<file path="config.mk">
export PLATFORM = sky130hd
export DESIGN_NAME = decoder
export DESIGN_NICKNAME = d
export VERILOG_FILES = /design/src/rtl/rv_pkg.sv /design/src/rtl/decoder.sv
export SDC_FILE = /design/constraint.sdc
export NUM_CORES = 1
export LEC_CHECK = 0
export BUFFER_PORTS_ARGS = -buffer_cell sky130_fd_sc_hd__buf_2
export CORE_MARGIN = 2
export CORE_UTILIZATION = 34
export DETAILED_ROUTE_END_ITERATION = 6
export MAX_ROUTING_LAYER = met4
export PLACE_DENSITY_LB_ADDON = 0.2
export SYNTH_ARGS = -nofsm -noshare
export SYNTH_HDL_FRONTEND = slang
export SYNTH_SLANG_ARGS = --single-unit
</file>
<file path="constraint.sdc">
create_clock -name vclk -period 1.2
set_input_delay 0 -clock vclk [all_inputs]
set_output_delay 0 -clock vclk [all_outputs]
set_load 0.1 [all_outputs]
</file>
<file path="src/rtl/rv_pkg.sv">
package rv_pkg;

    localparam int xlen = 64;

    typedef logic [31:0] inst_t;

    // major opcodes of the supported subset
    typedef enum logic [6:0] {
        op_load   = 7'b0000011,
        op_imm    = 7'b0010011,
        op_auipc  = 7'b0010111,
        op_store  = 7'b0100011,
        op_reg    = 7'b0110011,
        op_lui    = 7'b0110111,
        op_branch = 7'b1100011,
        op_jalr   = 7'b1100111,
        op_jal    = 7'b1101111
    } opcode_e;

    // funct3 of the alu groups (OP and OP-IMM)
    typedef enum logic [2:0] {
        f3_add, f3_sll, f3_slt, f3_sltu, f3_xor, f3_sr, f3_or, f3_and
    } alu_funct3_e;

    typedef enum logic [3:0] {
        alu_add, alu_sub, alu_sll, alu_slt, alu_sltu, alu_xor,
        alu_srl, alu_sra, alu_or, alu_and, alu_pass_b
    } alu_op_e;

    typedef enum logic [2:0] {
        br_none, br_eq, br_ne, br_lt, br_ge, br_ltu, br_geu
    } br_type_e;

    typedef enum logic [1:0] {wb_none, wb_alu, wb_link, wb_load} wb_sel_e;

    // all zero is a bubble
    typedef struct packed {
        alu_op_e  alu_op;
        logic     a_sel_pc;   // operand a is pc instead of rs1
        logic     b_sel_imm;  // operand b is imm instead of rs2
        br_type_e br_type;
        logic     jump;
        logic     jalr;
        logic     mem_rd;
        logic     mem_wr;
        wb_sel_e  wb_sel;
        logic     reg_wr;
    } ctrl_t;

    typedef struct packed {
        logic [xlen-1:0] pc;
        inst_t           inst;
    } if_id_t;

    typedef struct packed {
        logic [xlen-1:0] pc;
        ctrl_t           ctrl;
        logic [xlen-1:0] rs1_val;
        logic [xlen-1:0] rs2_val;
        logic [xlen-1:0] imm;
        logic [4:0]      rd;
    } id_ex_t;

    typedef struct packed {
        logic [xlen-1:0] pc_plus4;
        ctrl_t           ctrl;
        logic [xlen-1:0] alu_res;
        logic [xlen-1:0] store_data;
        logic [4:0]      rd;
    } ex_mem_t;

    typedef struct packed {
        logic            reg_wr;
        logic [4:0]      rd;
        logic [xlen-1:0] value;
    } mem_wb_t;

endpackage

</file>
<file path="src/rtl/decoder.sv">
module decoder (
    input  rv_pkg::inst_t           inst,
    output rv_pkg::ctrl_t           ctrl,
    output logic [rv_pkg::xlen-1:0] imm,
    output logic [4:0]              rs1,
    output logic [4:0]              rs2,
    output logic [4:0]              rd
);
    import rv_pkg::*;

    logic [2:0]      funct3;
    logic [6:0]      funct7;
    logic [xlen-1:0] imm_i, imm_s, imm_b, imm_u, imm_j;
    logic            is_lui, is_auipc, is_jal, is_jalr, is_branch;
    logic            is_load, is_store, is_opimm, is_op;
    logic            shift_ok;

    function automatic alu_op_e alu_sel(input logic [2:0] f3, input logic alt);
        case (alu_funct3_e'(f3))
            f3_add:  return alt ? alu_sub : alu_add;
            f3_sll:  return alu_sll;
            f3_slt:  return alu_slt;
            f3_sltu: return alu_sltu;
            f3_xor:  return alu_xor;
            f3_sr:   return alt ? alu_sra : alu_srl;
            f3_or:   return alu_or;
            default: return alu_and;
        endcase
    endfunction

    function automatic br_type_e br_sel(input logic [2:0] f3);
        case (f3)
            3'b000:  return br_eq;
            3'b001:  return br_ne;
            3'b100:  return br_lt;
            3'b101:  return br_ge;
            3'b110:  return br_ltu;
            3'b111:  return br_geu;
            default: return br_none;
        endcase
    endfunction

    assign funct3 = inst[14:12];
    assign funct7 = inst[31:25];
    assign rs1    = inst[19:15];
    assign rs2    = inst[24:20];
    assign rd     = inst[11:7];

    assign imm_i = {{52{inst[31]}}, inst[31:20]};
    assign imm_s = {{52{inst[31]}}, inst[31:25], inst[11:7]};
    assign imm_b = {{51{inst[31]}}, inst[31], inst[7], inst[30:25], inst[11:8], 1'b0};
    assign imm_u = {{32{inst[31]}}, inst[31:12], 12'b0};
    assign imm_j = {{43{inst[31]}}, inst[31], inst[19:12], inst[20], inst[30:21], 1'b0};

    // 6-bit shamt; only srai may set bit 30
    assign shift_ok = (funct3 == 3'b001) ? (inst[31:26] == 6'b000000) :
                      (funct3 == 3'b101) ? (inst[31:26] == {1'b0, inst[30], 4'b0000}) : 1'b1;

    assign is_lui    = (inst[6:0] == op_lui);
    assign is_auipc  = (inst[6:0] == op_auipc);
    assign is_jal    = (inst[6:0] == op_jal);
    assign is_jalr   = (inst[6:0] == op_jalr) && (funct3 == 3'b000);
    assign is_branch = (inst[6:0] == op_branch) && (funct3[2:1] != 2'b01);
    assign is_load   = (inst[6:0] == op_load) && (funct3 == 3'b011);  // ld only
    assign is_store  = (inst[6:0] == op_store) && (funct3 == 3'b011); // sd only
    assign is_opimm  = (inst[6:0] == op_imm) && shift_ok;
    assign is_op     = (inst[6:0] == op_reg) && ((funct7 == 7'b0000000) ||
                       ((funct7 == 7'b0100000) && (funct3 == 3'b000 || funct3 == 3'b101)));

    always_comb begin
        ctrl = '0;  // unknown opcode stays a no-op
        if (is_op) begin
            ctrl.alu_op = alu_sel(funct3, inst[30]);
        end else if (is_opimm) begin
            ctrl.alu_op = alu_sel(funct3, (funct3 == 3'b101) && inst[30]);
        end else if (is_lui) begin
            ctrl.alu_op = alu_pass_b;
        end
        ctrl.a_sel_pc  = is_auipc;
        ctrl.b_sel_imm = is_lui || is_auipc || is_opimm || is_load || is_store;
        if (is_branch) begin
            ctrl.br_type = br_sel(funct3);
        end
        ctrl.jump   = is_jal || is_jalr;
        ctrl.jalr   = is_jalr;
        ctrl.mem_rd = is_load;
        ctrl.mem_wr = is_store;
        if (is_jal || is_jalr) begin
            ctrl.wb_sel = wb_link;
        end else if (is_load) begin
            ctrl.wb_sel = wb_load;
        end else if (is_lui || is_auipc || is_op || is_opimm) begin
            ctrl.wb_sel = wb_alu;
        end
        ctrl.reg_wr = (ctrl.wb_sel != wb_none);
    end

    always_comb begin
        if (is_lui || is_auipc) begin
            imm = imm_u;
        end else if (is_jal) begin
            imm = imm_j;
        end else if (is_branch) begin
            imm = imm_b;
        end else if (is_store) begin
            imm = imm_s;
        end else begin
            imm = imm_i;  // jalr, loads, op-imm
        end
    end

endmodule

</file>
==> results of run 1 <==
-- kinds of logic after synthesis --
kind of cell	after synthesis	synth area share, %
AOI/OAI and AO/OA	47	26.0
and+or+nand+nor	67	35.4
buffers and inverters	64	37.0
muxes	2	1.65
-- synthesized netlist by cell type (all sizes together), types with 4 or more instances --
cell / count
buf: 57
a21o: 19
nor2: 7
nand3: 6
a21oi: 9
nor3: 5
and2: 7
nand2b: 5
or3: 5
inv: 4
o21ai: 10
nand2: 11
-- metrics by stage --
stage               setup slack [ps]  hold WS, ps  util (%)  std cells  setup TNS (ps)
floorplan                      -1280          116         -        180           -7280
global placement                -361          367      96.4        341           -9270
detailed placement              -416          385      96.4        341          -13230
==> reports/summary.txt, run 1 <==
CLOCKING
------------------------------------------------------------------------------------
Number of gates resized after CTS                                                130
Post-CTS Hold Buffers                                                              0
Setup Fix Bufs, Post-CTS                                                          13

SYNTH
------------------------------------------------------------------------------------
Unique cell type count in the Yosys netlist                                       44
Fraction of the yosys area taken by sequential cells                              0%
Proportion of netlist area held by the largest area contributor                32.3%
Gate count of the mapped netlist                                                 180
Post-Synthesis Cell Area                                                  1210 sq um
Post-Syn Nets                                                                    212
Total of warnings raised by yosys                                                  0
Synth top area cells                                                    buf_4 (32%), a21o_1 (12%), a21oi_1 (3.7%)
Cell type contributing the most total cell area after synthesis                buf_4
Average size of a mapped cell                                             6.72 sq um

PLACE
------------------------------------------------------------------------------------
Weighted congestion at the end of routability-driven global placement          0.991
Area post-placement                                                       3270 sq um
Port bufs                                                                        127
HPWL after detailed placement                                                7.26 mm

STATUS
------------------------------------------------------------------------------------
Stop Error                                                              [ERROR DPL-0038] Utilization greater than 100%, impossible to legalize
Stopped at                                                              clock tree synthesis (4_1_cts)
Outcome                                                                 aborted with a tool error

FLOORPLAN
------------------------------------------------------------------------------------
Die boundary width                                                           63.7 um
Top-Level Pins                                                                   127
Number of cell rows                                                               21
Initial Utilization                                                            35.7%
Die Y-Extent                                                                 63.7 um

==> run 2: changes to the inputs <==
--- a/config.mk
+++ b/config.mk
@@ -6,11 +6,10 @@
 export NUM_CORES = 1
 export LEC_CHECK = 0
 export BUFFER_PORTS_ARGS = -buffer_cell sky130_fd_sc_hd__buf_2
-export CORE_MARGIN = 2
-export CORE_UTILIZATION = 34
+export CORE_AREA = 2 2 63 65
 export DETAILED_ROUTE_END_ITERATION = 6
-export MAX_ROUTING_LAYER = met4
-export PLACE_DENSITY_LB_ADDON = 0.2
+export DIE_AREA = 0 0 65 67
+export PLACE_DENSITY_LB_ADDON = 0.15
 export SYNTH_ARGS = -nofsm -noshare
 export SYNTH_HDL_FRONTEND = slang
 export SYNTH_SLANG_ARGS = --single-unit
==> constraint.sdc (replaced) <==
create_clock -name vclk -period 1.6
set_input_delay 0 -clock vclk [all_inputs]
set_output_delay 0 -clock vclk [all_outputs]
set_load 0.1 [all_outputs]
==> run 2 against run 1 <==
Against the previous run: the flow now finishes without violations; area after synthesis unchanged; synthesized cell count is the same.
==> reports/summary.txt, run 2 <==
DETAILED ROUTING
-------------------------------------------------------------------------------------
Via total after detailed routing                                                 1610
Count of antenna-violating nets left after detailed routing                         0
Number of iterations in the first detailed-routing pass                             6
Via density per instance                                                         4.97
Residual DRC                                                                        0
Overall routed net length                                                     4.69 mm
Drt wl/cell                                                                   14.5 um
Starting DRC count in detailed routing                                             40

FLOORPLAN
-------------------------------------------------------------------------------------
Die boundary width                                                              65 um   +2.1%
Die Y-Extent                                                                    67 um   +5.3%
Floorplan core area                                                        3610 sq um
Area of the die                                                            4360 sq um
Number of cell rows                                                                22   +4.8%
Top-Level Pins                                                                    127   unchanged
Initial Utilization                                                             33.6%   -2.1 points

POWER AND IR DROP
-------------------------------------------------------------------------------------
Clk network pwr share                                                              0%
Power per cell area                                                       542 nW/um^2
Overall power                                                                 1.38 mW
Fraction of power consumed by combinational cells                              100.0%
Worst IR Drop VDD                                                            0.225 mV
Leakage power                                                                 1.25 nW
Sequential fraction of design power                                                0%
Internal power consumption                                                   0.328 mW
Switching power share of the total                                              76.2%
Sw power                                                                      1.05 mW

PLACE
-------------------------------------------------------------------------------------
Placed cell count                                                                 323   -5.3%
Port bufs                                                                         127   unchanged
Weighted congestion at the end of routability-driven global placement           0.856   -14%
HPWL after detailed placement                                                 4.06 mm   -44%

WORST SETUP PATH
-------------------------------------------------------------------------------------
CP endpoint kind                                                          output port
Type of the worst setup path                                                in -> out
Critical path peak fanout                                                           5
Required time of the critical path                                            1600 ps
Arrival time at the worst endpoint                                            1560 ps
Startpoint class of the critical path                                       input pin

CLOCKING
-------------------------------------------------------------------------------------
Post-CTS Hold Buffers                                                               0   unchanged

RUN
-------------------------------------------------------------------------------------
Maximum Capacitance Violations                                                      0

FINAL LAYOUT
-------------------------------------------------------------------------------------
Number of sequential cells in the layout                                            0
Final Net Count                                                                   310
Layout cell share with drive strength beyond 1                                  69.6%
Register Area                                                                 0 sq um
Clock buffer count                                                                  0
Growth of design area from synthesis to finish                                   110%
Post-route core utilization                                                     70.5%
Most frequent standard cell in the layout excluding fill and tap cells          buf_2
Number of antenna cells inserted                                                    0
Most frequent cells in the layout                                        buf_2 (86), buf_12 (41), buf_4 (29)
Non-filler cells, final                                                           324

TIMING
-------------------------------------------------------------------------------------
Final clock period utilization by the worst path                                97.7%
Slew at the pin with the worst max-slew slack                                  527 ps
Clock period minus final worst setup slack                                    1560 ps
Setup violation total in the final timing report                                    0
Summed negative setup slack over all endpoints                                   0 ps
Final Hold Vio Count                                                                0
Slew margin rel.                                                                64.6%
Number of pins exceeding their max-slew limit in the final report                   0
Fmax                                                                          639 MHz

GLOBAL ROUTING
-------------------------------------------------------------------------------------
Number of global-route vias before repair                                        1530
Overflow left after global routing                                                  0
Number of antenna violations at the first check in global routing                   0
Total routing resource utilization after global routing                         20.1%
Wire length of the first global-routing pass                                  7.06 mm
Maximum number of pins on one net before global-route repair                       34

WORST HOLD PATH
-------------------------------------------------------------------------------------
Worst Hold Launch                                                            inst[15]
Min-delay worst type                                                        in -> out
Hold-critical path depth                                                            2
Endpoint of the worst hold path                                                rs1[0]

SYNTH
-------------------------------------------------------------------------------------
Cell type contributing the most total cell area after synthesis                 buf_4
Synth top area cells                                                     buf_4 (32%), a21o_1 (12%), a21oi_1 (3.7%)
Proportion of netlist area held by the largest area contributor                 32.3%   unchanged
Gate count of the mapped netlist                                                  180   unchanged
Average size of a mapped cell                                              6.72 sq um   unchanged
Library cell with the highest instance count after synthesis                    buf_4
Total of warnings raised by yosys                                                   0   unchanged
Post-Syn Nets                                                                     212   unchanged
Fraction of the yosys area taken by sequential cells                               0%   unchanged
Post-Synthesis Cell Area                                                   1210 sq um   unchanged
Unique cell type count in the Yosys netlist                                        44   unchanged
Most frequent cells after synthesis                                      buf_4 (52), a21o_1 (19), nand2_1 (10)

STATUS
-------------------------------------------------------------------------------------
Outcome                                                                  finished, final reports clean

-- run 2: cells by family (layout without fill, tap and decap cells) --
family / Yosys count / count (layout) / share of synthesized area [%]
simple gates: 67 / 67 / 35.4
buf+inv: 64 / 160 / 37.0
compound gates: 47 / 47 / 26.0
mux: 2 / 2 / 1.65
-- run 2: final cells by class --
cell class,instances,area (sq um)
Fill cell,276,1060
Inverter,4,15.0
Multi-Input combinational cell,116,998
Tap cell,48,60.1
Timing Repair Buffer,156,1470
-- run 2: worst max path at each step --
| stage | endpoint | startpoint | cells past startpoint |
|---|---|---|---|
| 5_1_grt | ctrl[12] | inst[31] | 7 |
| 6_report | ctrl[0] | inst[6] | 7 |
| 3_3_place_gp | ctrl[0] | inst[29] | 6 |
| 3_5_place_dp | ctrl[12] | inst[26] | 6 |
| 4_1_cts | ctrl[12] | inst[6] | 6 |
| 2_1_floorplan | ctrl[0] | inst[13] | 4 |
-- run 2: metal layers --
layer  up-vias  track usage [%]  wire length (um)
li1        774                -                 -
met1       740             23.6              1780
met2        88             38.8              2440
met3         8             2.87               387
met4         0             3.19                80
met5         -                0                 0
-- run 2: power by group through the flow --
stage	clock network (mW)	logic, mW	registers [mW]
finish	0	1.38	0
floorplan	0	1.08	0
global route	0	1.41	0
global placement	0	1.36	0
detailed placement	0	1.37	0
CTS	0	1.37	0
-- run 2: timing repair --
action	CTS	global route
gates cloned	0	0
setup endpoints to repair	3	5
gates resized for setup	2	7
pin swaps	1	1
setup buffers	0	1
-- run 2: stage by stage --
step	hold slack, ps	worst slack, ps	instance area (sq um)
6_report	386	36.0	2540
3_3_place_gp	386	9.06	2480
4_1_cts	386	10.5	2490
2_1_floorplan	116	-885	1390
5_1_grt	392	-11.5	2540
3_5_place_dp	386	-27.4	2480
-- run 2: critical path, cell delays in order --
cell	delay, ps
buf_2	130
nand4b_1	310
buf_4	230
nor4_4	320
nand2_1	130
or3b_4	280
buf_12	160
Note: power is estimated with default switching activity, not from simulation.
==> run 3: changes to the inputs <==
--- a/config.mk
+++ b/config.mk
@@ -10,6 +10,7 @@
 export DETAILED_ROUTE_END_ITERATION = 6
 export DIE_AREA = 0 0 65 67
 export PLACE_DENSITY_LB_ADDON = 0.15
+export REMOVE_ABC_BUFFERS = 1
 export SYNTH_ARGS = -nofsm -noshare
 export SYNTH_HDL_FRONTEND = slang
 export SYNTH_SLANG_ARGS = --single-unit
==> run 3 against run 2 <==
Against the previous run: fmax is 1.5% higher; setup slack gained 23 ps; first-iteration DRC count up 98%; core utilization decreased by 13 points; wire length is 14% lower; cell area fell by 19%; worst hold slack got worse by 1.7 ps; largest power group unchanged.
==> reports/summary.txt, run 3 (synthesis results as in run 2) <==
TIMING
-------------------------------------------------------------------------------------
Setup violation total in the final timing report                                    0   unchanged
Clock period minus final worst setup slack                                    1540 ps   -22.9 ps
Slew margin rel.                                                                67.4%   +2.8 points
Summed negative setup slack over all endpoints                                   0 ps   unchanged
Fmax                                                                          649 MHz   +1.5%
Number of pins exceeding their max-slew limit in the final report                   0   unchanged
Slew at the pin with the worst max-slew slack                                  493 ps   -34.0 ps
Setup WS post-layout                                                          58.9 ps   +22.9 ps
Final Hold Vio Count                                                                0   unchanged
Final clock period utilization by the worst path                                96.3%   -1.4 points
Unrepaired setup endpoints after global routing                                   yes

PLACE
-------------------------------------------------------------------------------------
Weighted congestion at the end of routability-driven global placement           0.912   +6.6%
Port bufs                                                                         127   unchanged
HPWL after detailed placement                                                 3.38 mm   -17%
Worst slack at placement                                                     -51.2 ps   -23.8 ps
Area post-placement                                                        1970 sq um   -21%

POWER AND IR DROP
-------------------------------------------------------------------------------------
Worst IR Drop VDD                                                            0.516 mV   +130%
Overall power                                                                 1.23 mW   -11%
Internal power consumption                                                   0.227 mW   -31%
Leakage power                                                                 1.08 nW   -13%
Switching power share of the total                                              81.5%   +5.4 points
Fraction of power consumed by combinational cells                              100.0%   about the same
Clk network pwr share                                                              0%   unchanged
Power per cell area                                                       597 nW/um^2   +10%
Sequential fraction of design power                                                0%   unchanged
Sw power                                                                      1.00 mW   -4.3%

WORST HOLD PATH
-------------------------------------------------------------------------------------
Hold-critical path depth                                                            3   +1
Endpoint of the worst hold path                                               ctrl[5]
Worst Hold Launch                                                             inst[3]
Min-delay worst type                                                        in -> out

FINAL LAYOUT
-------------------------------------------------------------------------------------
Clock buffer count                                                                  0   unchanged
Growth of design area from synthesis to finish                                  70.5%
Number of sequential cells in the layout                                            0   unchanged
Register Area                                                                 0 sq um   unchanged
Fin area                                                                   2060 sq um   -19%
Most frequent cells in the layout                                        buf_2 (86), buf_4 (31), buf_12 (22)
Final Net Count                                                                   304   -1.9%
Layout cell share with drive strength beyond 1                                  61.5%   -8.1 points
Most frequent standard cell in the layout excluding fill and tap cells          buf_2
Number of antenna cells inserted                                                    0   unchanged

GLOBAL ROUTING
-------------------------------------------------------------------------------------
Maximum number of pins on one net before global-route repair                       37   +8.8%
Total routing resource utilization after global routing                         17.2%   -2.9 points
Number of global-route vias before repair                                        1322   -14%
Overflow left after global routing                                                  0   unchanged
Number of antenna violations at the first check in global routing                   0   unchanged
Wire length of the first global-routing pass                                  6.10 mm   -14%

WORST SETUP PATH
-------------------------------------------------------------------------------------
Type of the worst setup path                                                in -> out
Startpoint class of the critical path                                       input pin
Critical path peak fanout                                                           6   +1
Required time of the critical path                                            1600 ps   about the same
Arrival time at the worst endpoint                                            1540 ps   -20 ps
CP endpoint kind                                                          output port

FLOORPLAN
-------------------------------------------------------------------------------------
Die Y-Extent                                                                    67 um   unchanged
Die boundary width                                                              65 um   unchanged
Initial Utilization                                                             33.6%   unchanged
Area of the die                                                            4360 sq um   unchanged
Number of cell rows                                                                22   unchanged
Top-Level Pins                                                                    127   unchanged
Floorplan core area                                                        3610 sq um   unchanged

CLOCKING
-------------------------------------------------------------------------------------
Post-CTS Hold Buffers                                                               0   unchanged

DETAILED ROUTING
-------------------------------------------------------------------------------------
Starting DRC count in detailed routing                                             79   +98%
Via density per instance                                                         4.82   -2.9%
Via total after detailed routing                                                 1534   -4.7%
Number of iterations in the first detailed-routing pass                             4   -2
Drt wl/cell                                                                   12.7 um   -12%
Overall routed net length                                                     4.05 mm   -14%
Count of antenna-violating nets left after detailed routing                         0   unchanged
Residual DRC                                                                        0   unchanged

STATUS
-------------------------------------------------------------------------------------
Outcome                                                                  finished, final reports clean

RUN
-------------------------------------------------------------------------------------
Maximum Capacitance Violations                                                      0   unchanged

[run 3: layer usage]
| layer | part of all wire (%) | up-vias | routed length [um] | GRT usage [%] |
|---|---|---|---|---|
| met3 | 9.4 | 0 | 380 | 0.845 |
| met1 | 41 | 674 | 1660 | 20.6 |
| met5 | 0 | - | 0 | 0 |
| met2 | 50 | 95 | 2010 | 35.3 |
| li1 | - | 765 | - | - |
| met4 | 0 | 0 | 0 | 0 |
[run 3: how the worst max path moves through the flow]
stage                     startpoint  endpoint  slack [ps]  cells past startpoint
after floorplan             inst[14]   ctrl[0]       -3370                      4
after global placement      inst[29]  ctrl[14]         -40                      6
after detailed placement    inst[29]  ctrl[13]         -50                      6
after CTS                    inst[4]   imm[20]           4                      6
after global routing         inst[3]   imm[11]         -30                      6
final                        inst[3]   imm[11]          60                      6
[run 3: power by group through the flow]
stage | Clock (mW) | Combinational [mW] | Sequential (mW)
after floorplan | 0 | 0.465 | 0
after global placement | 0 | 1.21 | 0
after detailed placement | 0 | 1.21 | 0
after CTS | 0 | 1.21 | 0
after global routing | 0 | 1.27 | 0
final | 0 | 1.23 | 0
[run 3: layout make-up]
cell class | count | area [sq um]
Multi-Input combinational cell | 116 | 802
Timing Repair Buffer | 150 | 1190
Fill cell | 353 | 1540
Inverter | 4 | 15.0
Tap cell | 48 | 60.1
[run 3: repair_timing]
| action | in CTS | in global routing |
|---|---|---|
| pin swaps | 4 | 2 |
| gates resized for setup | 2 | 36 |
| setup buffers | 0 | 1 |
| endpoints found under the setup margin | 4 | 28 |
[run 3: through the flow]
stage | utilization, % | hold slack (ps) | cells
floorplan | - | 0 | 120
global placement | 54.6 | 383 | 317
detailed placement | 54.6 | 383 | 317
CTS | 54.7 | 383 | 317
global route | 57.2 | 393 | 318
finish | 57.2 | 384 | 318
[run 3: worst max-delay path: stages]
cell and delay [ps]:
buf_2 130, nand4bb_1 250, or4_1 590, mux2i_1 160, a21oi_2 210, buf_12 200
==> run 4: changes to the inputs <==
==> constraint.sdc (replaced) <==
create_clock -name vclk -period 1.43
set_input_delay 0 -clock vclk [all_inputs]
set_output_delay 0 -clock vclk [all_outputs]
set_load 0.1 [all_outputs]
==> run 4 against run 3 <==
Against the previous run: the flow now finishes with violations (negative setup slack); die area stayed put; count of clock-buffer cells in the layout stayed put; first-iteration DRC count is 39% lower; non-clock buffer count up 18; cell count increased by 5.7%; global-route usage increased by 1.7 points; via count grew 8.3%; critical path type unchanged; critical endpoint is now ctrl[14]; largest cell class unchanged.
==> reports/summary.txt, run 4 (synthesis results as in run 2) <==
STATUS
-------------------------------------------------------------------------------------
Outcome                                                                  finished, violations left
Violated checks                                                          negative setup slack

FINAL LAYOUT
-------------------------------------------------------------------------------------
Growth of design area from synthesis to finish                                   105%
Layout cell share with drive strength beyond 1                                  73.3%   +12 points
Number of antenna cells inserted                                                    0   unchanged
Most frequent standard cell in the layout excluding fill and tap cells          buf_2
Most frequent cells in the layout                                        buf_2 (78), buf_4 (54), buf_12 (22)
Clock buffer count                                                                  0   unchanged
Number of sequential cells in the layout                                            0   unchanged
Post-route core utilization                                                     68.6%   +11 points
Register Area                                                                 0 sq um   unchanged
Final Net Count                                                                   322   +5.9%
Fin area                                                                   2470 sq um   +20%

WORST SETUP PATH
-------------------------------------------------------------------------------------
End of the critical path                                                     ctrl[14]
Startpoint class of the critical path                                       input pin
Type of the worst setup path                                                in -> out
Critical path peak fanout                                                           3   -3
CP endpoint kind                                                          output port
Timing startpoint of the critical path                                        inst[1]
Required time of the critical path                                            1430 ps   -170 ps
Arrival time at the worst endpoint                                            1520 ps   -20 ps

TIMING
-------------------------------------------------------------------------------------
Fmax                                                                          658 MHz
Number of pins exceeding their max-slew limit in the final report                   0   unchanged
Final clock period utilization by the worst path                                 106%
Setup violation total in the final timing report                                    8   +8
Slew at the pin with the worst max-slew slack                                  488 ps   -4.14 ps
Clock period minus final worst setup slack                                    1520 ps
Setup WS post-layout                                                         -89.9 ps   -149 ps
Unrepaired setup endpoints after global routing                                   yes
Slew margin rel.                                                                67.7%   +0.27 points
Final Hold Vio Count                                                                0   unchanged
Worst hold margin                                                              389 ps   +4.63 ps

FLOORPLAN
-------------------------------------------------------------------------------------
Floorplan core area                                                        3610 sq um   unchanged
Top-Level Pins                                                                    127   unchanged
Die boundary width                                                              65 um   unchanged
Initial Utilization                                                             33.6%   unchanged
Die Y-Extent                                                                    67 um   unchanged
Area of the die                                                            4360 sq um   unchanged
Number of cell rows                                                                22   unchanged

GLOBAL ROUTING
-------------------------------------------------------------------------------------
Wire length of the first global-routing pass                                  6.75 mm   +11%
Maximum number of pins on one net before global-route repair                       37   unchanged
Overflow left after global routing                                                  0   unchanged
Total routing resource utilization after global routing                         18.9%   +1.7 points
Number of antenna violations at the first check in global routing                   0   unchanged
Number of global-route vias before repair                                        1464   +11%

DETAILED ROUTING
-------------------------------------------------------------------------------------
Via total after detailed routing                                                 1662   +8.3%
Drt wl/cell                                                                   14.4 um   +13%
Number of iterations in the first detailed-routing pass                             4   unchanged
Count of antenna-violating nets left after detailed routing                         0   unchanged
Starting DRC count in detailed routing                                             48   -39%
Overall routed net length                                                     4.83 mm   +19%
Residual DRC                                                                        0   unchanged
Via density per instance                                                         4.95   +2.5%

PLACE
-------------------------------------------------------------------------------------
Weighted congestion at the end of routability-driven global placement           0.860   -5.7%
Area post-placement                                                        2090 sq um   +6.1%
Port bufs                                                                         127   unchanged
HPWL after detailed placement                                                 3.53 mm   +4.6%

POWER AND IR DROP
-------------------------------------------------------------------------------------
Clk network pwr share                                                              0%   unchanged
Sequential fraction of design power                                                0%   unchanged
Power per cell area                                                       604 nW/um^2   +1.2%
Leakage power                                                                 1.25 nW   +15%
Overall power                                                                 1.50 mW   +21%
Internal power consumption                                                   0.329 mW   +45%
Switching power share of the total                                              78.0%   -3.5 points
Worst IR Drop VDD                                                            0.649 mV   +26%
Fraction of power consumed by combinational cells                              100.0%   about the same
Sw power                                                                      1.17 mW   +16%

WORST HOLD PATH
-------------------------------------------------------------------------------------
Min-delay worst type                                                        in -> out

RUN
-------------------------------------------------------------------------------------
Maximum Capacitance Violations                                                      0   unchanged

CLOCKING
-------------------------------------------------------------------------------------
Post-CTS Hold Buffers                                                               0   unchanged

-- run 4: worst min path at each step --
stage	start	to	cells past startpoint	slack, ps
after floorplan	inst[31]	imm[31]	0	0
after global placement	inst[3]	ctrl[5]	3	370
after detailed placement	inst[3]	ctrl[5]	3	360
after CTS	inst[3]	ctrl[5]	3	370
after global routing	inst[11]	rd[4]	2	390
final	inst[8]	rd[1]	2	390
-- run 4: through the flow --
step / setup TNS (ps) / setup WS, ps / instances
after floorplan: -29950 / -3540 / 120
after global placement: -4080 / -225 / 333
after detailed placement: -4130 / -235 / 333
after CTS: -1200 / -111 / 333
after global routing: -832 / -145 / 336
final: -405 / -89.9 / 336
-- run 4: worst max-delay path, cell delays in order --
cell and delay, ps:
buf_4 120, buf_4 120, nand4b_1 140, buf_4 180
or3_4 350, a2bb2oi_2 160, a21oi_1 140, buf_4 140
buf_12 160
-- run 4: area by class of cell --
| type | instances | area, sq um |
|---|---|---|
| Fill cell | 305 | 1130 |
| Tap cell | 48 | 60.1 |
| Multi-Input combinational cell | 116 | 1000 |
| Timing Repair Buffer | 168 | 1400 |
| Inverter | 4 | 15.0 |
-- run 4: layer usage --
metal  part of all wire (%)  track usage, %
met5                      0               0
met4                   0.87            1.06
met3                    8.0            1.86
met2                     52            38.1
met1                     39            22.1
-- run 4: repair_timing --
item | CTS | global route
endpoints found under the setup margin | 32 | 41
gates resized for setup | 37 | 59
setup buffers | 0 | 3
hold endpoints to repair | 0 | 0
pin swaps | 8 | 10
-- run 4: power by group through the flow --
stage          combinational (mW)  sequential, mW  clock [mW]
2_1_floorplan               0.521               0           0
3_3_place_gp                 1.38               0           0
3_5_place_dp                 1.38               0           0
4_1_cts                      1.42               0           0
5_1_grt                      1.54               0           0
6_report                     1.50               0           0
